### config.mk
export PLATFORM = sky130hd
export DESIGN_NAME = load_extract
export DESIGN_NICKNAME = d
export VERILOG_FILES = /design/src/rtl/mem_stage_pkg.sv /design/src/rtl/load_extract.sv
export SDC_FILE = /design/constraint.sdc
export NUM_CORES = 1
export LEC_CHECK = 0
export BUFFER_PORTS_ARGS = -buffer_cell sky130_fd_sc_hd__buf_2
export CAP_MARGIN = 20
export CORE_ASPECT_RATIO = 0.8
export CORE_MARGIN = 1
export CORE_UTILIZATION = 35
export DETAILED_ROUTE_END_ITERATION = 6
export PLACE_DENSITY = 0.77
export SYNTH_ARGS = -nofsm -noshare
export SYNTH_HDL_FRONTEND = slang
export SYNTH_SLANG_ARGS = --single-unit
### constraint.sdc
create_clock -name vclk -period 2.6
set_clock_uncertainty 0.1 [all_clocks]
set_input_delay 0.26 -clock vclk [all_inputs]
set_output_delay 0.26 -clock vclk [all_outputs]
set_load 0.005 [all_outputs]
### src/rtl/mem_stage_pkg.sv
package mem_stage_pkg;

  // Data and address width of the integer pipeline.
  localparam int xlen = 32;

  // Exception causes raised by the memory stage.
  localparam logic [3:0] cause_load_misaligned = 4'd4;
  localparam logic [3:0] cause_store_misaligned = 4'd6;

  // **********************************************************************
  // Load/store opcode, one bit per operation.
  // **********************************************************************

  typedef struct packed {
    logic lsu_lb;
    logic lsu_lbu;
    logic lsu_lh;
    logic lsu_lhu;
    logic lsu_lw;
    logic lsu_sb;
    logic lsu_sh;
    logic lsu_sw;
  } lsu_op_t;

  // **********************************************************************
  // Pipeline items.
  // **********************************************************************

  typedef struct packed {
    logic valid;
    logic [xlen-1:0] pc;
    logic load;
    logic store;
    logic wren;
    logic [4:0] waddr;
    logic [xlen-1:0] wdata;
    logic [xlen-1:0] address;
    logic [xlen-1:0] sdata;
    lsu_op_t lsu_op;
    logic exception;
    logic [3:0] ecause;
  } execute_out_t;

  typedef struct packed {
    logic valid;
    logic [xlen-1:0] pc;
    logic access;
    logic load;
    logic wren;
    logic [4:0] waddr;
    logic [xlen-1:0] wdata;
    logic [1:0] byte_offset;
    lsu_op_t lsu_op;
    logic exception;
    logic [3:0] ecause;
  } stage_entry_t;

  // Word addressed request; a zero strobe is a read.
  typedef struct packed {
    logic valid;
    logic [xlen-3:0] addr;
    logic [xlen-1:0] wdata;
    logic [3:0] wstrb;
  } mem_request_t;

  typedef struct packed {
    logic ready;
    logic [xlen-1:0] rdata;
  } mem_response_t;

  typedef struct packed {
    logic [xlen-1:0] rdata;
    logic [1:0] byte_offset;
    lsu_op_t lsu_op;
  } load_in_t;

  typedef struct packed {
    logic valid;
    logic wren;
    logic [4:0] waddr;
    logic [xlen-1:0] wdata;
    logic exception;
    logic [3:0] ecause;
    logic [xlen-1:0] epc;
  } writeback_t;

endpackage
### src/rtl/load_extract.sv
`timescale 1ns/100ps

module load_extract (
  input mem_stage_pkg::load_in_t load_in,
  output logic [mem_stage_pkg::xlen-1:0] load_result
);
  import mem_stage_pkg::*;

  logic [xlen-1:0] shifted;

  // Addressed byte or halfword moved down to bit 0.
  assign shifted = load_in.rdata >> {load_in.byte_offset, 3'b000};

  always_comb begin
    if (load_in.lsu_op.lsu_lb) begin
      load_result = {{(xlen-8){shifted[7]}}, shifted[7:0]};
    end else if (load_in.lsu_op.lsu_lbu) begin
      load_result = {{(xlen-8){1'b0}}, shifted[7:0]};
    end else if (load_in.lsu_op.lsu_lh) begin
      load_result = {{(xlen-16){shifted[15]}}, shifted[15:0]};
    end else if (load_in.lsu_op.lsu_lhu) begin
      load_result = {{(xlen-16){1'b0}}, shifted[15:0]};
    end else if (load_in.lsu_op.lsu_lw) begin
      load_result = load_in.rdata;
    end else begin
      load_result = '0;
    end
  end

  // Opcode is one-hot or empty.
  always_comb begin
    assert ($countones(load_in.lsu_op) <= 1)
      else $error("load_extract: lsu_op %b has more than one bit set", load_in.lsu_op);
  end

endmodule

==> results.md <==
* Vias per cell at 5.90
* Worst Path Class, Setup: input port to output port
* Worst hold margin at 0.704 ns
* Full die area at 0.00291 mm²
* Cell type group with the largest total delay on the critical path: compound AO/OA/AOI/OAI gates
* Actual transition at the worst max-transition pin at 0.955 ns
* Mux cell area share after synthesis at 20.4%
* Remaining Overflow, GRT at 0
* Highest Clock Rate at ~0.44 GHz
* Slowest stage delay, CP at 0.76 ns
* Combinational Power Share at 100.0%
* Sequential cell area fraction in the yosys report at 0%
* CP startpoint: load_in[8]
* Seq pwr share at 0%
* Endpoint arrival time on the critical path at 1.90 ns
* Worst endpoint required time at 2.24 ns
* Yosys Warn Count at 0
* Share of final-layout standard cells stronger than drive strength 1 at a little under half
* Cts-stage hold buffer count at 0
* Area share of and/or/nand/nor cells after synthesis at 38.8%
* Num sequential at 0
* PwrDens at 189 mW/mm²
* Most numerous cell in the Yosys netlist: sky130_fd_sc_hd__nand3_1
* Cell accounting for the most synthesized area: sky130_fd_sc_hd__nand3_1
* Filler cells at about 260
* Total negative slack for setup checks at 0 ns
* Violated checks: DRC
* DRC marker count from the first detailed-route iteration at 160
* Top cell types by occurrence after synthesis: 40 x sky130_fd_sc_hd__nand3_1, 12 x sky130_fd_sc_hd__nand2_1, 10 x sky130_fd_sc_hd__o21ai_1
* Area share of fa/ha/maj cells after synthesis at 0%
* Switch share at 52.6%
* Placer congestion estimate at 0.887
* Router iterations before antenna repair at 7
* Site row count at 16
* Type of element launching the critical path: input port
* Switching power summed over all nets at around 0.00013 W
* Global-route wire length before repair at 5070 µm
* Avg Inst Size Synth at 7.00 µm²
* DRC at 3
* Number of failing setup endpoints in the final timing report at 0
* Number of setup buffers added after CTS at 0
* Post-route minimum period at 2.26 ns
* Routed wire length per instance at roughly 15 µm
* Fin. max-slew vios at 0
* Total via count in the routed design at ~1.4k
* Portion of synthesized cell area occupied by the leading cell type at 21.2%
* Final #Nets at around 240
* Synthesized cell area at 945 µm²
* Hold Fails Final Rpt at 0
* Compound-Gate Fraction of Synth Area at 31.5%
* Classification of the worst-slack hold path: input port to output port
* Crit end category: output port
* Height of the die at 48.5 µm
* Slew HR at 35.9%
* Layout-stage area growth over the synthesis result at 37.1%
* Result of the run: complete, but fails checks
* Capturing element of the worst setup path: load_result[16]
* Clk network pwr share at 0%
* Cell-by-cell trace of the critical path: buf_2, nor4b_1, o21ai_1, nand3_1, buf_2
* Total length of routed wires at 3420 µm
* Syn Nets at between 150 and 200
* Pin count of the biggest net entering global routing at 33
* Number of placed I/O pins at 74
* Clock buffer cells at 0
* Count of maximum capacitance violations at 0
* Port buffer count at 71
* Peak supply drop at approximately 0.09 mV
* Cell Area, Placed at 0.00129 mm²
* Internal power component at 0.000116 W
* Highest fanout seen on the critical path at 20
* Xor and xnor area share after synthesis at 0%
* Combinational family with the most area after synthesis: simple AND/OR/NAND/NOR gates
* LEAKAGE at 0.654 nW
* Via count of the first global-routing pass at 1067
* Buffers & Inverters on Critical Path at 2
* Final critical-path share of the clock period at 86.8%
* Register area at 0 µm²
* Count of nets left with antenna violations after detail routing at 0
* Count of inserted antenna diode cells at 0
* Core Area at 0.00250 mm²
* Starting density of the core at 37.7%
* Initial antenna violation count at 0
* GRT Resource Usage Total at 21.5%
* Cell type with the highest occurrence count on the critical path: sky130_fd_sc_hd__buf_2
* Leading cell types by total area after synthesis: sky130_fd_sc_hd__nand3_1 21%, sky130_fd_sc_hd__mux4_2 14%, sky130_fd_sc_hd__a222oi_1 7.4%
* Total stage count of the critical path at 5
* Die width at 60.1 µm
* RSZ-0062 raised after global routing: no
* Resized cells post-CTS at 0
* Library cells used by synthesis at 30
* Critical-path top delay cell: sky130_fd_sc_hd__o21ai_1
* Synthesized instance count at 135
* Post-route cell area at about 0.0013 mm²
-- metal layers --
layer / part of all wire [%] / track usage, %
met1: 45 / 35.9
met2: 45 / 31.3
met3: 10 / 1.60
met4: 0 / 0.388
met5: 0 / 0
-- worst min path at each step --
stage / slack [ns] / start / cells after the start / endpoint
floorplan: 0.54 / load_in[13] / 1 / load_result[3]
global placement: 0.70 / load_in[13] / 3 / load_result[3]
detailed placement: 0.70 / load_in[13] / 3 / load_result[3]
finish: 0.70 / load_in[13] / 3 / load_result[3]
global route: 0.73 / load_in[13] / 3 / load_result[3]
CTS: 0.71 / load_in[13] / 3 / load_result[3]
-- logic make-up (layout without fill, tap and decap cells) --
group,count (synthesis),count (layout)
AO/OA/AOI/OAI,37,37
multiplexers,11,11
AND/OR/NAND/NOR,68,68
buffers and inverters,19,78
-- layout by cell type (no fill, tap or decap), types with 2 or more instances in the layout --
cell / n
sky130_fd_sc_hd__a222oi_1: 7
sky130_fd_sc_hd__nand2b_1: 7
sky130_fd_sc_hd__mux2i_1: 2
sky130_fd_sc_hd__nand3_1: 40
sky130_fd_sc_hd__mux4_2: 6
sky130_fd_sc_hd__buf_2: 71
sky130_fd_sc_hd__nor2_1: 2
sky130_fd_sc_hd__o21ai_1: 10
sky130_fd_sc_hd__a211o_1: 7
sky130_fd_sc_hd__buf_4: 3
sky130_fd_sc_hd__nand2_1: 12
sky130_fd_sc_hd__o311ai_1: 7
sky130_fd_sc_hd__inv_1: 3
sky130_fd_sc_hd__mux2_2: 2
-- per-stage QoR --
stage                     worst slack, ns  instances  utilization [%]  power, W
after floorplan                     0.831        135                -  0.000134
after global placement              0.392        230             51.7  0.000241
after detailed placement            0.357        230             51.7  0.000242
after CTS                           0.353        230             51.7  0.000244
after global routing                0.188        230             51.7  0.000267
final                               0.344        230             51.7  0.000245
-- area by class of cell --
cell class,instances,area (µm²),share of cell area (%)
timing repair buffer,74,378,29.2
multi-input combinational,116,857,66.2
tap,36,45.0,3.48
inverter,4,15.0,1.16
-- power by group through the flow --
stage | clock [W] | combinational [W] | sequential (W)
detailed placement | 0 | 0.000242 | 0
CTS | 0 | 0.000244 | 0
floorplan | 0 | 0.000134 | 0
global placement | 0 | 0.000241 | 0
global route | 0 | 0.000267 | 0
finish | 0 | 0.000245 | 0
Power figures use the tool's default switching activity.
