$ cat src/rtl/mem_stage_pkg.sv
package mem_stage_pkg;

  // Data and address width of the integer pipeline.
  localparam int xlen = 32;

  // Exception causes raised by the memory stage.
  localparam logic [3:0] cause_load_misaligned = 4'd4;
  localparam logic [3:0] cause_store_misaligned = 4'd6;

  // **********************************************************************
  // Load/store opcode, one bit per operation.
  // **********************************************************************

  typedef struct packed {
    logic lsu_lb;
    logic lsu_lbu;
    logic lsu_lh;
    logic lsu_lhu;
    logic lsu_lw;
    logic lsu_sb;
    logic lsu_sh;
    logic lsu_sw;
  } lsu_op_t;

  // **********************************************************************
  // Pipeline items.
  // **********************************************************************

  typedef struct packed {
    logic valid;
    logic [xlen-1:0] pc;
    logic load;
    logic store;
    logic wren;
    logic [4:0] waddr;
    logic [xlen-1:0] wdata;
    logic [xlen-1:0] address;
    logic [xlen-1:0] sdata;
    lsu_op_t lsu_op;
    logic exception;
    logic [3:0] ecause;
  } execute_out_t;

  typedef struct packed {
    logic valid;
    logic [xlen-1:0] pc;
    logic access;
    logic load;
    logic wren;
    logic [4:0] waddr;
    logic [xlen-1:0] wdata;
    logic [1:0] byte_offset;
    lsu_op_t lsu_op;
    logic exception;
    logic [3:0] ecause;
  } stage_entry_t;

  // Word addressed request; a zero strobe is a read.
  typedef struct packed {
    logic valid;
    logic [xlen-3:0] addr;
    logic [xlen-1:0] wdata;
    logic [3:0] wstrb;
  } mem_request_t;

  typedef struct packed {
    logic ready;
    logic [xlen-1:0] rdata;
  } mem_response_t;

  typedef struct packed {
    logic [xlen-1:0] rdata;
    logic [1:0] byte_offset;
    lsu_op_t lsu_op;
  } load_in_t;

  typedef struct packed {
    logic valid;
    logic wren;
    logic [4:0] waddr;
    logic [xlen-1:0] wdata;
    logic exception;
    logic [3:0] ecause;
    logic [xlen-1:0] epc;
  } writeback_t;

endpackage
$ cat src/rtl/memory_stage.sv
`timescale 1ns/100ps

module memory_stage (
  input logic clock,
  input logic reset,
  input logic flush,
  input mem_stage_pkg::stage_entry_t entry,
  input mem_stage_pkg::mem_response_t mem_rsp,
  input logic [mem_stage_pkg::xlen-1:0] load_result,
  output mem_stage_pkg::load_in_t load_in,
  output logic stall,
  output mem_stage_pkg::writeback_t wb
);
  import mem_stage_pkg::*;

  stage_entry_t r;
  stage_entry_t r_next;
  writeback_t wb_next;

  // **********************************************************************
  // Stall and next stage contents.
  // **********************************************************************

  // An access waits for ready; a flush releases it at once.
  assign stall = r.valid & r.access & ~mem_rsp.ready & ~flush;

  always_comb begin
    if (stall) begin
      r_next = r;
    end else begin
      r_next = entry;
    end
    if (flush) begin
      r_next.valid = 1'b0;
      r_next.access = 1'b0;
      r_next.load = 1'b0;
      r_next.wren = 1'b0;
      r_next.exception = 1'b0;
    end
  end

  always_ff @(posedge clock) begin
    if (reset) begin
      r.valid <= 1'b0;
      r.access <= 1'b0;
      r.load <= 1'b0;
      r.wren <= 1'b0;
      r.exception <= 1'b0;
      r.lsu_op <= '0;
    end else begin
      r <= r_next;
    end
  end

  // **********************************************************************
  // Load formatting request.
  // **********************************************************************

  assign load_in.rdata = mem_rsp.rdata;
  assign load_in.byte_offset = r.byte_offset;
  assign load_in.lsu_op = r.lsu_op;

  // **********************************************************************
  // Writeback item.
  // **********************************************************************

  always_comb begin
    wb_next.valid = r.valid;
    wb_next.wren = r.wren;
    wb_next.waddr = r.waddr;
    wb_next.exception = r.exception;
    wb_next.ecause = r.ecause;
    wb_next.epc = r.pc;
    if (r.load & r.access) begin
      wb_next.wdata = load_result;
    end else begin
      wb_next.wdata = r.wdata;
    end
    // Nothing leaves the stage while waiting or when squashed.
    if (stall | flush | ~r.valid) begin
      wb_next = '0;
    end
  end

  always_ff @(posedge clock) begin
    if (reset) begin
      wb.valid <= 1'b0;
      wb.wren <= 1'b0;
      wb.exception <= 1'b0;
    end else begin
      wb <= wb_next;
    end
  end

  // **********************************************************************
  // Checks.
  // **********************************************************************

  // A flush leaves the stage empty in the next cycle.
  a_no_stall_on_flush: assert property (
    @(posedge clock) disable iff (reset)
    flush |=> !stall
  );

  // Stall only holds an access taken in the cycle before or already waiting.
  a_no_stall_when_empty: assert property (
    @(posedge clock) disable iff (reset)
    stall |-> $past(stall || entry.access)
  );

endmodule

$ cat config.mk
export PLATFORM = sky130hd
export DESIGN_NAME = memory_stage
export DESIGN_NICKNAME = d
export VERILOG_FILES = /design/src/rtl/mem_stage_pkg.sv /design/src/rtl/memory_stage.sv
export SDC_FILE = /design/constraint.sdc
export NUM_CORES = 1
export LEC_CHECK = 0
export BUFFER_PORTS_ARGS = -buffer_cell sky130_fd_sc_hd__buf_2
export CAP_MARGIN = 30
export CORE_ASPECT_RATIO = 1.25
export CORE_MARGIN = 3
export CORE_UTILIZATION = 45
export CTS_CLUSTER_SIZE = 8
export DETAILED_ROUTE_END_ITERATION = 10
export GPL_TIMING_DRIVEN = 0
export PLACE_DENSITY = 0.88
export SYNTH_ARGS = -nofsm -noshare
export SYNTH_HDL_FRONTEND = slang
export SYNTH_SLANG_ARGS = --single-unit
$ cat constraint.sdc
create_clock -name clock -period 5.8 [get_ports clock]
set_clock_uncertainty 0.15 [all_clocks]
set_input_delay 0 -clock clock [delete_from_list [all_inputs] [get_ports clock]]
set_output_delay 0 -clock clock [all_outputs]
set_load 0.03 [all_outputs]
==> flow_summary.toml <==
[timing]
whs_ns = 0.0996
clock.fmax_mhz = 498
finalSetupViolations = 0
relSlewSlack = 0.369
fin_crit_sh = 0.346
hold_viol = 0
rsz0062_at_grt = "false"
slew_viol_final = 0
fin_crit_ns = 2.01
worstMarginPinSlew_ns = 0.947

[clocking]
h-tree-depth = 4
cts_buffer_depth = 2
tritoncts = "built"
cts_buffers = 17
cts_root_buf = "clkbuf_16"
insertion_delay_ns = 0.42
cts.sinks = 164
cts_setup_buffers = 0
clkTransAtPathRegs_ns = 0.07

[drt]
vias_per_cell = 5.15
wl_per_cell_um = 19.7
route.detailed.drc = 0
routed_wl_um = 20000
drtIter0Drc = 377
vias = 5226
antenna_left = 0
drtPass1Iterations = 7

[floorplan]
core_sq_mm = 0.0145
fp.dieH_um = 142
rows = 49
floorplan.initialDensity = 0.461
dieArea_sq_mm = 0.0163
fp.dieW_um = 115
io_pins = 275

[finish]
fin_util = 0.697
multiInputGateArea_sq_mm = 0.00139
syn2layout_area_growth_pct = 51.3
fin_nets = 977
fillCellCount = 933
final_layout_size_suffix_gt1_frac = 0.453
seqCellArea_sq_mm = 0.00476

[grt]
overflow = 0
grt_pass1_wl_um = 30000
grt_pass1_vias = 5621
grt_max_degree = 74
grt_use_total = 0.244
antenna_found_initial = 3

[logic_synthesis]
avgSynthCellArea_sq_um = 15.8
synth_nets = 579
synth_flop_cell = "edfxtp_1"
ys_types = 23
ys_warn_count = 0
yosysSeqAreaShare = 0.715
synth_cells = 423
ys_ff_latch = 164
netlist_area_sq_mm = 0.00666
synthArstFlopShare = 0
synth_edf_count = 148

[pwr]
leakage_nw = 4.20
ir_drop_mv = 0.201
power_density_mw_per_mm2 = 279

[place]
portBuffers = 240
dp.final_hpwl_um = 11500
place_congestion = 0.822

[setup_path]
crit_type = "flip-flop to flip-flop"
required_ns = 6.01
cp-start-kind = "flip-flop"
endpoint_kind = "flip-flop"
worstPathArrival_ns = 2.22
crit_fanout = 10

[flow_run]
max_cap_viol_count = 0

[min_path]
hold_path.class = "input pin to primary output"

[run_status]
status = "finished clean"
## cells in the mapped netlist, types with 2 or more instances
| cell type | instances | area share |
|---|---|---|
| mux2i_1 | 8 | 0.012 |
| nand2b_1 | 16 | 0.015 |
| buf_1 | 2 | 0.0011 |
| nor4b_1 | 2 | 0.0026 |
| buf_2 | 23 | 0.017 |
| buf_4 | 42 | 0.047 |
| a21bo_2 | 32 | 0.048 |
| o21a_1 | 2 | 0.0023 |
| dfxtp_1 | 16 | 0.048 |
| clkbuf_1 | 7 | 0.0039 |
| nand3_1 | 32 | 0.024 |
| buf_6 | 3 | 0.0051 |
| edfxtp_1 | 148 | 0.67 |
| mux2_2 | 3 | 0.0051 |
| a211oi_1 | 32 | 0.036 |
| nor2_1 | 2 | 0.0011 |
| nor3b_1 | 47 | 0.053 |
## cell type report
cell class                      count  share of cell area
Buffer                             78              0.0514
Antenna cell                        3            0.000745
Clock inverter                     12              0.0129
Multi-Input combinational cell    180               0.137
Tap cell                          178              0.0221
Sequential cell                   164               0.473
Clock buffer                       20              0.0433
Inverter                            1            0.000620
Timing Repair Buffer              379               0.259
## layout by cell type, fill, tap and decap left out
master and count:
nor4b_1 2, a211oi_1 32, a21bo_2 32, nor4bb_4 1, nor3_1 1, clkinv_2 3
nand2b_4 1, dlygate4sd3_1 137, clkbuf_16 17, nand3_1 32, nor3b_1 47, nor2b_1 1
buf_1 2, edfxtp_1 148, inv_4 1, mux2i_1 8, clkinv_1 1, nor2_4 1
dfxtp_1 16, diode_2 3, clkbuf_1 10, nor2_1 1, bufinv_16 2, clkinvlp_4 1
buf_2 263, mux2_2 3, inv_6 3, buf_12 3, buf_4 42, o21a_1 2
nand2b_1 16, buf_6 3, clkinv_4 2
## cells by family after synthesis
group | after synthesis | synth area share
buffers and inverters | 79 | 0.0783
DFF | 164 | 0.715
muxes | 11 | 0.0171
AOI/OAI and AO/OA | 66 | 0.0864
and+or+nand+nor | 103 | 0.103
## where the power goes
part / internal, mW / switching (mW) / total (mW)
logic: 0.167 / 0.193 / 0.361
registers: 1.35 / 0.0176 / 1.37
clock network: 0.636 / 0.453 / 1.09
## stage by stage
stage / area [sq um] / setup TNS (ns) / setup slack (ns) / total power [mW] / cells
detailed placement: 8140 / 0 / 3.89 / 1.67 / 843
floorplan: 6660 / 0 / 1.25 / 1.56 / 423
CTS: 10100 / 0 / 3.82 / 2.81 / 1012
global route: 10100 / 0 / 3.70 / 2.90 / 1015
finish: 10100 / 0 / 3.79 / 2.82 / 1015
global placement: 8090 / -17.02 / -0.231 / 1.66 / 841
## critical path, cell delays in order, from the launching register on
cell and delay (ns):
dfxtp_1 0.36, nor4bb_4 0.31, buf_6 0.17, buf_12 0.14, mux2i_1 0.21, dlygate4sd3_1 0.60
## state kept, by name, indices dropped and copies added, names as in the netlist
signal and count:
load_in 10, r 78, wb 76
## worst paths after layout
kind | from | to | slack [ns] | depth (start not counted)
min reg2reg | r[4] | wb[36] | 0.32 | 1
min | mem_rsp[1] | load_in[11] | 0.1 | 2
max reg2reg | r[54] | load_in[5] | 3.79 | 5
max | r[54] | load_in[5] | 3.79 | 5
## routing by layer
metal | GRT usage | vias to the layer above | routed length, um
li1 | - | 2359 | -
met5 | 0 | - | 0
met1 | 0.258 | 2475 | 6840
met4 | 0.158 | 0 | 1170
met3 | 0.0506 | 92 | 1150
met2 | 0.435 | 300 | 10900
## repair_timing
item / 4_1_cts / 5_1_grt
endpoints found under the hold margin: 122 / 0
hold buffers: 137 / 0
gates resized for setup: 0 / 0
endpoints found under the setup margin: 0 / 0
Note: power is estimated with default switching activity, not from simulation.
