### src/rtl/mem_stage_pkg.sv
package mem_stage_pkg;

  // Data and address width of the integer pipeline.
  localparam int xlen = 32;

  // Exception causes raised by the memory stage.
  localparam logic [3:0] cause_load_misaligned = 4'd4;
  localparam logic [3:0] cause_store_misaligned = 4'd6;

  // **********************************************************************
  // Load/store opcode, one bit per operation.
  // **********************************************************************

  typedef struct packed {
    logic lsu_lb;
    logic lsu_lbu;
    logic lsu_lh;
    logic lsu_lhu;
    logic lsu_lw;
    logic lsu_sb;
    logic lsu_sh;
    logic lsu_sw;
  } lsu_op_t;

  // **********************************************************************
  // Pipeline items.
  // **********************************************************************

  typedef struct packed {
    logic valid;
    logic [xlen-1:0] pc;
    logic load;
    logic store;
    logic wren;
    logic [4:0] waddr;
    logic [xlen-1:0] wdata;
    logic [xlen-1:0] address;
    logic [xlen-1:0] sdata;
    lsu_op_t lsu_op;
    logic exception;
    logic [3:0] ecause;
  } execute_out_t;

  typedef struct packed {
    logic valid;
    logic [xlen-1:0] pc;
    logic access;
    logic load;
    logic wren;
    logic [4:0] waddr;
    logic [xlen-1:0] wdata;
    logic [1:0] byte_offset;
    lsu_op_t lsu_op;
    logic exception;
    logic [3:0] ecause;
  } stage_entry_t;

  // Word addressed request; a zero strobe is a read.
  typedef struct packed {
    logic valid;
    logic [xlen-3:0] addr;
    logic [xlen-1:0] wdata;
    logic [3:0] wstrb;
  } mem_request_t;

  typedef struct packed {
    logic ready;
    logic [xlen-1:0] rdata;
  } mem_response_t;

  typedef struct packed {
    logic [xlen-1:0] rdata;
    logic [1:0] byte_offset;
    lsu_op_t lsu_op;
  } load_in_t;

  typedef struct packed {
    logic valid;
    logic wren;
    logic [4:0] waddr;
    logic [xlen-1:0] wdata;
    logic exception;
    logic [3:0] ecause;
    logic [xlen-1:0] epc;
  } writeback_t;

endpackage
### src/rtl/mem_request.sv
`timescale 1ns/100ps

module mem_request (
  input mem_stage_pkg::execute_out_t exe,
  output mem_stage_pkg::mem_request_t mem_req,
  output mem_stage_pkg::stage_entry_t entry
);
  import mem_stage_pkg::*;

  logic [1:0] offset;
  logic half;
  logic word;
  logic misaligned;
  logic is_mem;
  logic fault;

  assign offset = exe.address[1:0];
  assign half = exe.lsu_op.lsu_lh | exe.lsu_op.lsu_lhu | exe.lsu_op.lsu_sh;
  assign word = exe.lsu_op.lsu_lw | exe.lsu_op.lsu_sw;

  // Halfwords need bit 0 clear, words need both low bits clear.
  assign misaligned = (half & offset[0]) | (word & (offset != 2'b00));
  assign is_mem = exe.valid & (exe.load | exe.store);
  assign fault = is_mem & misaligned & ~exe.exception;

  always_comb begin
    mem_req.valid = is_mem & ~misaligned & ~exe.exception;
    mem_req.addr = exe.address[xlen-1:2];

    // Store data replicated over every lane, strobes pick the lanes.
    mem_req.wdata = exe.sdata;
    mem_req.wstrb = 4'b0000;
    if (exe.store) begin
      if (exe.lsu_op.lsu_sb) begin
        mem_req.wdata = {4{exe.sdata[7:0]}};
        mem_req.wstrb = 4'b0001 << offset;
      end else if (exe.lsu_op.lsu_sh) begin
        mem_req.wdata = {2{exe.sdata[15:0]}};
        mem_req.wstrb = 4'b0011 << offset;
      end else if (exe.lsu_op.lsu_sw) begin
        mem_req.wstrb = 4'b1111;
      end
    end

    entry.valid = exe.valid;
    entry.pc = exe.pc;
    entry.access = mem_req.valid;
    entry.load = exe.valid & exe.load;
    entry.waddr = exe.waddr;
    entry.wdata = exe.wdata;
    entry.byte_offset = offset;
    entry.lsu_op = exe.lsu_op;
    entry.exception = exe.valid & (exe.exception | fault);
    if (exe.exception) begin
      entry.ecause = exe.ecause;
    end else if (exe.load) begin
      entry.ecause = cause_load_misaligned;
    end else begin
      entry.ecause = cause_store_misaligned;
    end
    // A trapping instruction never writes the register file.
    entry.wren = exe.valid & exe.wren & ~entry.exception;
  end

endmodule

### config.mk
export PLATFORM = sky130hd
export DESIGN_NAME = mem_request
export DESIGN_NICKNAME = d
export VERILOG_FILES = /design/src/rtl/mem_stage_pkg.sv /design/src/rtl/mem_request.sv
export SDC_FILE = /design/constraint.sdc
export NUM_CORES = 1
export LEC_CHECK = 0
export BUFFER_PORTS_ARGS = -buffer_cell sky130_fd_sc_hd__buf_2
export CAP_MARGIN = 0
export CELL_PAD_IN_SITES_DETAIL_PLACEMENT = 1
export CELL_PAD_IN_SITES_GLOBAL_PLACEMENT = 2
export CORE_UTILIZATION = 11
export DETAILED_ROUTE_END_ITERATION = 12
export GPL_ROUTABILITY_DRIVEN = 0
export PLACE_DENSITY_LB_ADDON = 0.1
export SYNTH_ARGS = -nofsm -noshare
export SYNTH_HDL_FRONTEND = slang
export SYNTH_SLANG_ARGS = --single-unit
### constraint.sdc
create_clock -name vclk -period 2.4
set_input_delay 0 -clock vclk [all_inputs]
set_output_delay 0 -clock vclk [all_outputs]
set_load 0.01 [all_outputs]
==> results of run 1 <==
## per-layer routing
metal	up-vias	wire length [um]
li1	494	-
met1	513	1830
met2	72	2260
met3	46	473
met4	0	248
met5	-	0
## through the flow
| stage | hold slack, ns | area [sq um] | util |
|---|---|---|---|
| 2_1_floorplan | 0.0587 | 1560 | - |
| 3_3_place_gp | 0.0000686 | 1360 | 0.0978 |
| 3_5_place_dp | 0.0000686 | 1360 | 0.0978 |
| 4_1_cts | 0.0000686 | 1360 | 0.0978 |
| 5_1_grt | 0.0000150 | 1360 | 0.0978 |
| 6_report | 0.00000392 | 1360 | 0.0978 |
## cell type report
cell class | count | area, sq um
fill | 1699 | 12500
inverter | 3 | 11.3
multi-input combinational | 69 | 598
tap | 180 | 225
timing repair buffer | 104 | 523
## worst min path at each step
stage	start	to	slack, ns	cells after the start
after CTS	exe[12]	entry[12]	0.00007	0
after detailed placement	exe[12]	entry[12]	0.00007	0
after global routing	exe[118]	entry[56]	0.00002	0
final	exe[54]	mem_req[43]	0.000004	0
after floorplan	exe[4]	entry[54]	0.06	1
after global placement	exe[12]	entry[12]	0.00007	0
## cells in the mapped netlist, drive strengths merged, types with 2 or more instances
library cell  count
and2              3
o21ai             5
nand2             7
ha                4
a21oi             3
a21boi            2
mux2             16
buf             126
mux2i             2
inv               3
a22o             15
nor2              3
## power by group
part,switching [W],leakage (nW),internal [W]
Combinational,0.000133,0.680,0.000121
Clock,0,0,0
Sequential,0,0,0
Total,0.000133,0.680,0.000121
## cells by family (layout without fill, tap and decap cells)
logic type,count (synthesis),in the layout,share of synthesized area
muxes,18,18,0.128
buffers and inverters,129,107,0.617
adders and majority gates,4,4,0.0320
and+or+nand+nor,18,18,0.0673
AOI/OAI and AO/OA,29,29,0.155
==> qor.csv, run 1 <==
stage;metric;value;unit
yosys;portion of synthesized cell area occupied by the leading cell type;0.572;
grt;global route hottest layer;met2;
setup_path;maximum fanout count along the critical path;16;
setup_path;Worst Path Class, Setup;in2out;
detailed_routing;Initial DRC Count;12;
hold_path;path type of the worst min-delay path;in2out;
setup_path;Buffers & Inverters on Critical Path;2;
timing;setup repair after global routing missed its margin;false;
die;IO Pins;305;
die;core region area;13900;sq um
yosys;Synth Net Count;352;
grt;global-route met3 utilization;0.0132;
detailed_routing;routed wirelength normalized by instance count;13.5;um
timing;post-route minimum period;1.27;ns
timing;Sum Neg Setup Slack;0;ns
yosys;register area share after synthesis;0;
pwr;power per standard cell area;188;nW/um^2
layout;FFs & Latches;0;
timing;final-report max-slew violation count;0;
timing;post-route clock period utilization;0.530;
detailed_routing;ANT nets after route;0;
die;Initial Util;0.113;
cts;number of buffers inserted for hold repair after clock tree synthesis;0;
layout;commonest non-fill, non-tap cells in the layout;103 x sky130_fd_sc_hd__buf_2, 15 x sky130_fd_sc_hd__a22o_1, 14 x sky130_fd_sc_hd__mux2_2, 7 x sky130_fd_sc_hd__nand2_1;
layout;Final Non-Filler Cells;356;
placement;detailed placement HPWL;3920;um
yosys;Netlist Area Pre-Place;1560;sq um
timing;fin worst setup slack;1.13;ns
grt;maximum number of pins on one net before global-route repair;17;
setup_path;Worst EP arrival;1.27;ns
yosys;library cell with the largest summed area after synthesis;sky130_fd_sc_hd__buf_4;
setup_path;sequence of cells on the critical path;buf_2, o21ai_4, mux2_2, buf_2;
yosys;Post-Syn Area per Cell;7.89;sq um
pwr;final total power;0.000255;W
setup_path;kind of cell adding the most delay to the critical path;compound AO/OA/AOI/OAI gates;
detailed_routing;Total Routed Length;4810;um
yosys;distinct cell type count after synthesis;25;
layout;area taken by flip-flops and latches;0;sq um
placement;# port buffers;103;
placement;pre-CTS setup slack;1.03;ns
setup_path;sort of element at the end of the critical path;output port;
detailed_routing;iteration count of the initial detailed-routing pass;2;
setup_path;critical path's largest stage delay;0.52;ns
layout;final antenna diode count;0;
layout;Final nets;332;
yosys;Syn. warnings;0;
grt;GRT Residual Overflow;0;
placement;Placed Instances;356;
timing;actual slew at the worst max-slew pin;0.588;ns
die;vertical die dimension;121;um
setup_path;CP Depth;4;
grt;antenna violations before repair;0;
layout;most common cell after layout, fill and taps aside;sky130_fd_sc_hd__buf_2;
die;Horiz. Die Dim;121;um
setup_path;most frequent cell on the critical path;sky130_fd_sc_hd__buf_2;
timing;headroom to the max-slew limit;0.606;
grt;aggregate global-route resource usage;0.0599;
pwr;largest voltage drop on the vdd net;0.0000300;V
detailed_routing;overall via count from detail_route;1125;
grt;first-pass GRT wire length;6870;um
grt;Global Route met1 Usage;0.0696;
timing;number of hold violations in the final report;0;
setup_path;required time reported for the critical path endpoint;2.40;ns
setup_path;origin of the worst setup path;exe[6];
grt;number of global-route vias before repair;1167;
flow_run;max-cap check violation count;0;
cts;CTS-repair resized insts;0;
pwr;static leakage power;0.680;nW
setup_path;startpoint type of the worst setup path;primary input;
status;outcome;finished clean;
yosys;cells after synthesis;198;
setup_path;end of the critical path;mem_req[25];
setup_path;Worst path slowest cell;sky130_fd_sc_hd__o21ai_4;
cts;post-CTS setup repair buffer count;0;
timing;peak clock frequency supported by timing;787;MHz
yosys;Area contributors post-synth;sky130_fd_sc_hd__buf_4 57%, sky130_fd_sc_hd__mux2_2 10%, sky130_fd_sc_hd__a22o_1 8.4%;
layout;final-layout clock buffer total;0;
detailed_routing;Vias/cell;3.16;
timing;Finish-stage setup viols;0;
layout;share of final-layout standard cells stronger than drive strength 1;0.688;
detailed_routing;residual DRC count;0;
grt;Global Route met2 Usage;0.101;
die;Die Footprint;14700;sq um
die;Row Count;43;
layout;Area growth, synth to finish;-13.1;%
No activity file was read; power rests on OpenSTA's default activity.
==> inputs of run 2 (changes only) <==
Settings changed: CORE_UTILIZATION 11 to 10.
Clock period 2.4 ns to 1.19 ns, I/O delays scaled along.
==> run 2 against run 1 <==
- first-iteration DRC count increased by 140%
- highest routed layer unchanged
- total power increased by 120%
- critical path depth increased by 1
- core utilization decreased by 0.093 points
- flip-flop and latch count unchanged
- largest power group unchanged
- die area increased by 9.8%
- critical path type unchanged
- global-route usage decreased by 0.27 points
- final area increased by 8.5%
- count of clock-buffer cells in the layout unchanged
- setup slack got worse by 1.0 ns
- largest cell class is now non-clock buffers
- combinational power increased by 120%
==> qor.csv, run 2 (synthesis gave the netlist of run 1 again) <==
stage;metric;value;unit;change
status;outcome;finished clean;;
hold_path;destination of the worst hold path;mem_req[62];;
timing;post-route minimum period;1.10;ns;
setup_path;sort of element at the end of the critical path;output port;;
die;Horiz. Die Dim;127;um;+4.8%
hold_path;cell count of the worst hold path;0;;unchanged
hold_path;hold_sp;exe[73];;
layout;share of final-layout standard cells stronger than drive strength 1;0.717;;+0.0291
timing;actual slew at the worst max-slew pin;0.303;ns;-0.285 ns
timing;fin worst setup slack;0.0924;ns;-1.04 ns
setup_path;Buffers & Inverters on Critical Path;2;;unchanged
layout;Area growth, synth to finish;-5.76;%;
detailed_routing;ANT nets after route;0;;unchanged
grt;maximum number of pins on one net before global-route repair;10;;-7
layout;multi-input logic area;608;sq um;+1.7%
detailed_routing;routed wirelength normalized by instance count;13.7;um;+1.1%
die;core region area;15200;sq um;+9.5%
layout;final-layout clock buffer total;0;;unchanged
detailed_routing;iteration count of the initial detailed-routing pass;4;;+2
setup_path;kind of cell adding the most delay to the critical path;buffers and inverters;;
cts;post-CTS setup repair buffer count;0;;unchanged
layout;final antenna diode count;0;;unchanged
timing;final-report max-slew violation count;0;;unchanged
die;Row Count;45;;+4.7%
grt;antenna violations before repair;0;;unchanged
die;IO Pins;305;;unchanged
flow_run;max-cap check violation count;0;;unchanged
setup_path;maximum fanout count along the critical path;9;;-7
hold_path;path type of the worst min-delay path;in2out;;
grt;first-pass GRT wire length;7090;um;+3.2%
layout;Final nets;343;;+3.3%
setup_path;Worst EP arrival;1.10;ns;-0.17 ns
die;Die Footprint;16100;sq um;+9.8%
pwr;static leakage power;0.739;nW;+8.6%
setup_path;CP Depth;5;;+1
setup_path;Worst Path Class, Setup;in2out;;
grt;GRT Residual Overflow;0;;unchanged
timing;peak clock frequency supported by timing;911;MHz;
detailed_routing;Vias/cell;3.09;;-2.1%
timing;setup repair after global routing missed its margin;true;;
pwr;power per standard cell area;378;nW/um^2;+100%
pwr;final total power;0.000556;W;+120%
setup_path;Worst path slowest cell;sky130_fd_sc_hd__nor2b_4;;
timing;post-route clock period utilization;0.922;;
timing;worst hold slack;0.00000444;ns;+0.000000520 ns
die;Initial Util;0.103;;-0.00979
layout;commonest non-fill, non-tap cells in the layout;103 x sky130_fd_sc_hd__buf_2, 15 x sky130_fd_sc_hd__a22o_1, 14 x sky130_fd_sc_hd__mux2_2, 11 x sky130_fd_sc_hd__buf_4, 7 x sky130_fd_sc_hd__nand2_1;;
layout;FFs & Latches;0;;unchanged
die;vertical die dimension;127;um;+4.8%
pwr;largest voltage drop on the vdd net;0.0000667;V;+120%
placement;# port buffers;103;;unchanged
timing;headroom to the max-slew limit;0.798;;+0.192
setup_path;startpoint type of the worst setup path;primary input;;
timing;number of hold violations in the final report;0;;unchanged
setup_path;critical path's largest stage delay;0.36;ns;-0.16 ns
detailed_routing;Initial DRC Count;29;;+17
layout;area taken by flip-flops and latches;0;sq um;unchanged
setup_path;required time reported for the critical path endpoint;1.19;ns;-1.21 ns
placement;detailed placement HPWL;4320;um;+10%
cts;number of buffers inserted for hold repair after clock tree synthesis;0;;unchanged
layout;Filler Cell Count;1850;;+8.9%
placement;pre-CTS setup slack;0.0464;ns;-0.987 ns
grt;aggregate global-route resource usage;0.0572;;-0.00273
detailed_routing;residual DRC count;0;;unchanged
grt;number of global-route vias before repair;1208;;+3.5%
detailed_routing;Total Routed Length;5130;um;+6.5%
timing;Finish-stage setup viols;0;;unchanged
detailed_routing;overall via count from detail_route;1160;;+3.1%
layout;most common cell after layout, fill and taps aside;sky130_fd_sc_hd__buf_2;;
setup_path;sequence of cells on the critical path;buf_2, nor2b_4, a22o_1, a22o_1, buf_2;;
[run 2: changes by cell type in the layout (fill, tap and decap cells not counted), sizes merged]
cell | before | now
buf | 104 | 115
[run 2: per-stage QoR]
stage          area, sq um  std cells  setup TNS (ns)  utilization
3_3_place_gp          1460        375               0       0.0962
6_report              1470        375               0       0.0969
2_1_floorplan         1560        198               0            -
5_1_grt               1470        375         -0.0139       0.0969
4_1_cts               1460        375               0       0.0962
3_5_place_dp          1460        375               0       0.0962
[run 2: worst max path at each step]
| stage | from | to |
|---|---|---|
| 5_1_grt | exe[46] | mem_req[66] |
| 4_1_cts | exe[45] | mem_req[66] |
| 2_1_floorplan | exe[6] | mem_req[66] |
| 6_report | exe[6] | mem_req[34] |
| 3_5_place_dp | exe[45] | mem_req[66] |
| 3_3_place_gp | exe[6] | mem_req[34] |
[run 2: final cells by class]
cell class / count / share of cell area
Timing Repair Buffer: 115 / 0.420
Inverter: 3 / 0.00765
Tap cell: 188 / 0.160
Multi-Input combinational cell: 69 / 0.413
[run 2: layer usage]
metal / global-route usage / vias to the layer above / share of wire
met5: 0 / - / 0
met4: 0.0385 / 0 / 0.060
met3: 0.0134 / 46 / 0.11
met2: 0.0937 / 88 / 0.44
met1: 0.0664 / 510 / 0.39
li1: - / 516 / -
[run 2: power breakdown]
part	internal, W	switching (W)	leakage [nW]	total [W]
combinational	0.000277	0.000280	0.739	0.000556
clock	0	0	0	0
sequential	0	0	0	0
[run 2: repair_timing]
action,CTS,global route
endpoints found under the setup margin,0,3
endpoints found under the hold margin,0,0
resized for setup,0,2
==> inputs of run 3 (changes only) <==
Settings changed: PLACE_DENSITY_LB_ADDON 0.1 to 0.2.
==> run 3 against run 2 <==
- global-route usage is 0.32 points higher
- worst hold slack hardly changed
- flip-flop and latch count stayed put
- first-iteration DRC count is 62% lower
- die area stayed put
- sequential share of layout area stayed put
- combinational power is 1% higher
- largest power group unchanged
==> qor.csv, run 3 (synthesis gave the netlist of run 1 again) <==
stage;metric;value;unit;change
timing;Finish-stage setup viols;0;;unchanged
placement;detailed placement HPWL;4340;um;+0.48%
die;vertical die dimension;127;um;unchanged
pwr;power per standard cell area;381;nW/um^2;+0.73%
detailed_routing;iteration count of the initial detailed-routing pass;3;;-1
grt;maximum number of pins on one net before global-route repair;17;;+7
layout;final-layout clock buffer total;0;;unchanged
timing;headroom to the max-slew limit;0.776;;-0.0227
timing;Sum Neg Setup Slack;0;ns;unchanged
detailed_routing;Total Routed Length;5200;um;+1.4%
detailed_routing;residual DRC count;0;;unchanged
pwr;switching fraction of total power;0.507;;+0.00425
pwr;net switching power of the design;0.000286;W;+2.3%
grt;GRT Residual Overflow;0;;unchanged
detailed_routing;Vias/cell;3.20;;+3.3%
pwr;static leakage power;0.740;nW;+0.19%
pwr;clock group share of total power;0;;unchanged
setup_path;Worst EP arrival;1.09;ns;about the same
die;core region area;15200;sq um;unchanged
layout;FFs & Latches;0;;unchanged
hold_path;path type of the worst min-delay path;in2out;;
layout;area taken by flip-flops and latches;0;sq um;unchanged
pwr;Power Internal;0.000278;W;+0.55%
timing;post-route minimum period;1.09;ns;-0.00752 ns
timing;final-report max-slew violation count;0;;unchanged
layout;Final Non-Filler Cells;376;;+0.27%
pwr;relative contribution of sequential cells to total power;0;;unchanged
grt;number of global-route vias before repair;1222;;+1.2%
setup_path;end of the critical path;entry[52];;
detailed_routing;Initial DRC Count;11;;-62%
layout;most common cell after layout, fill and taps aside;sky130_fd_sc_hd__buf_2;;
setup_path;Worst Path Class, Setup;in2out;;
setup_path;origin of the worst setup path;exe[45];;
die;Row Count;45;;unchanged
timing;post-route clock period utilization;0.916;;-0.00632
placement;Placed Instances;374;;-0.27%
die;IO Pins;305;;unchanged
layout;commonest non-fill, non-tap cells in the layout;103 x sky130_fd_sc_hd__buf_2, 15 x sky130_fd_sc_hd__a22o_1, 14 x sky130_fd_sc_hd__mux2_2, 9 x sky130_fd_sc_hd__buf_4, 7 x sky130_fd_sc_hd__nand2_1;;
grt;antenna violations before repair;2;;+2
pwr;largest voltage drop on the vdd net;0.0000783;V;+17%
layout;Finished Core Util;0.0975;;+0.000659
timing;number of hold violations in the final report;0;;unchanged
timing;actual slew at the worst max-slew pin;0.335;ns;+0.0328 ns
detailed_routing;ANT nets after route;0;;unchanged
placement;pre-CTS setup slack;0.0476;ns;+0.00121 ns
timing;setup repair after global routing missed its margin;false;;
setup_path;required time reported for the critical path endpoint;1.19;ns;about the same
grt;first-pass GRT wire length;7390;um;+4.3%
cts;post-CTS setup repair buffer count;0;;unchanged
grt;aggregate global-route resource usage;0.0604;;+0.00322
die;Horiz. Die Dim;127;um;unchanged
layout;Final nets;342;;-0.29%
timing;fin worst setup slack;0.0999;ns;+0.00752 ns
flow_run;max-cap check violation count;0;;unchanged
pwr;final total power;0.000564;W;+1.4%
detailed_routing;routed wirelength normalized by instance count;13.8;um;+1.1%
die;Initial Util;0.103;;unchanged
status;outcome;finished clean;;
die;Die Footprint;16100;sq um;unchanged
setup_path;startpoint type of the worst setup path;primary input;;
layout;share of final-layout standard cells stronger than drive strength 1;0.715;;-0.00152
layout;Area growth, synth to finish;-5.12;%;
placement;# port buffers;103;;unchanged
setup_path;sort of element at the end of the critical path;output port;;
timing;peak clock frequency supported by timing;917;MHz;+0.69%
setup_path;maximum fanout count along the critical path;2;;-7
pwr;relative contribution of combinational cells to total power;1.000;;about the same
detailed_routing;overall via count from detail_route;1202;;+3.6%
run 3: cell count changes in the layout (fill, tap and decap cells not counted), sizes merged:
cell,previous run,this run
buf,115,114
diode,0,2
run 3: what timing repair did:
item,in CTS,in global routing
gates resized for setup,0,2
setup endpoints to repair,0,3
hold buffers,0,0
run 3: how the worst min path moves through the flow:
stage | from | endpoint | slack, ns | cells after the start
2_1_floorplan | exe[4] | entry[54] | 0.06 | 1
3_3_place_gp | exe[79] | entry[17] | 0.00007 | 0
3_5_place_dp | exe[79] | entry[17] | 0.00007 | 0
4_1_cts | exe[79] | entry[17] | 0.00007 | 0
5_1_grt | exe[148] | entry[86] | 0.00002 | 0
6_report | exe[73] | mem_req[62] | 0.000004 | 0
run 3: worst max-delay path, stage by stage:
cell,delay [ns]
sky130_fd_sc_hd__buf_2,0.09
sky130_fd_sc_hd__inv_1,0.05
sky130_fd_sc_hd__ha_1,0.21
sky130_fd_sc_hd__o21bai_1,0.19
sky130_fd_sc_hd__a21oi_2,0.19
sky130_fd_sc_hd__and4bb_1,0.22
sky130_fd_sc_hd__buf_2,0.13
run 3: layout make-up:
cell class / instances / area, sq um
diodes: 2 / 5.00
well taps: 188 / 235
repair buffers: 114 / 623
multi-input cells: 69 / 608
fillers: 1854 / 13700
inverters: 3 / 11.3
run 3: routing by layer:
metal / vias up / share of wire / global-route usage
li1: 518 / - / -
met1: 547 / 0.34 / 0.0581
met2: 93 / 0.50 / 0.114
met3: 44 / 0.10 / 0.0168
met4: 0 / 0.058 / 0.0378
met5: - / 0 / 0
run 3: power groups by stage:
stage | Combinational [W] | Clock [W] | Sequential (W)
floorplan | 0.000659 | 0 | 0
global placement | 0.000582 | 0 | 0
detailed placement | 0.000579 | 0 | 0
CTS | 0.000581 | 0 | 0
global route | 0.000623 | 0.000000000112 | 0
finish | 0.000564 | 0.000000000225 | 0
run 3: stage by stage:
stage | cell area (sq um) | hold WS [ns]
5_1_grt | 1480 | 0.0000150
3_3_place_gp | 1470 | 0.0000686
2_1_floorplan | 1560 | 0.0587
4_1_cts | 1470 | 0.0000686
3_5_place_dp | 1470 | 0.0000686
6_report | 1480 | 0.00000389
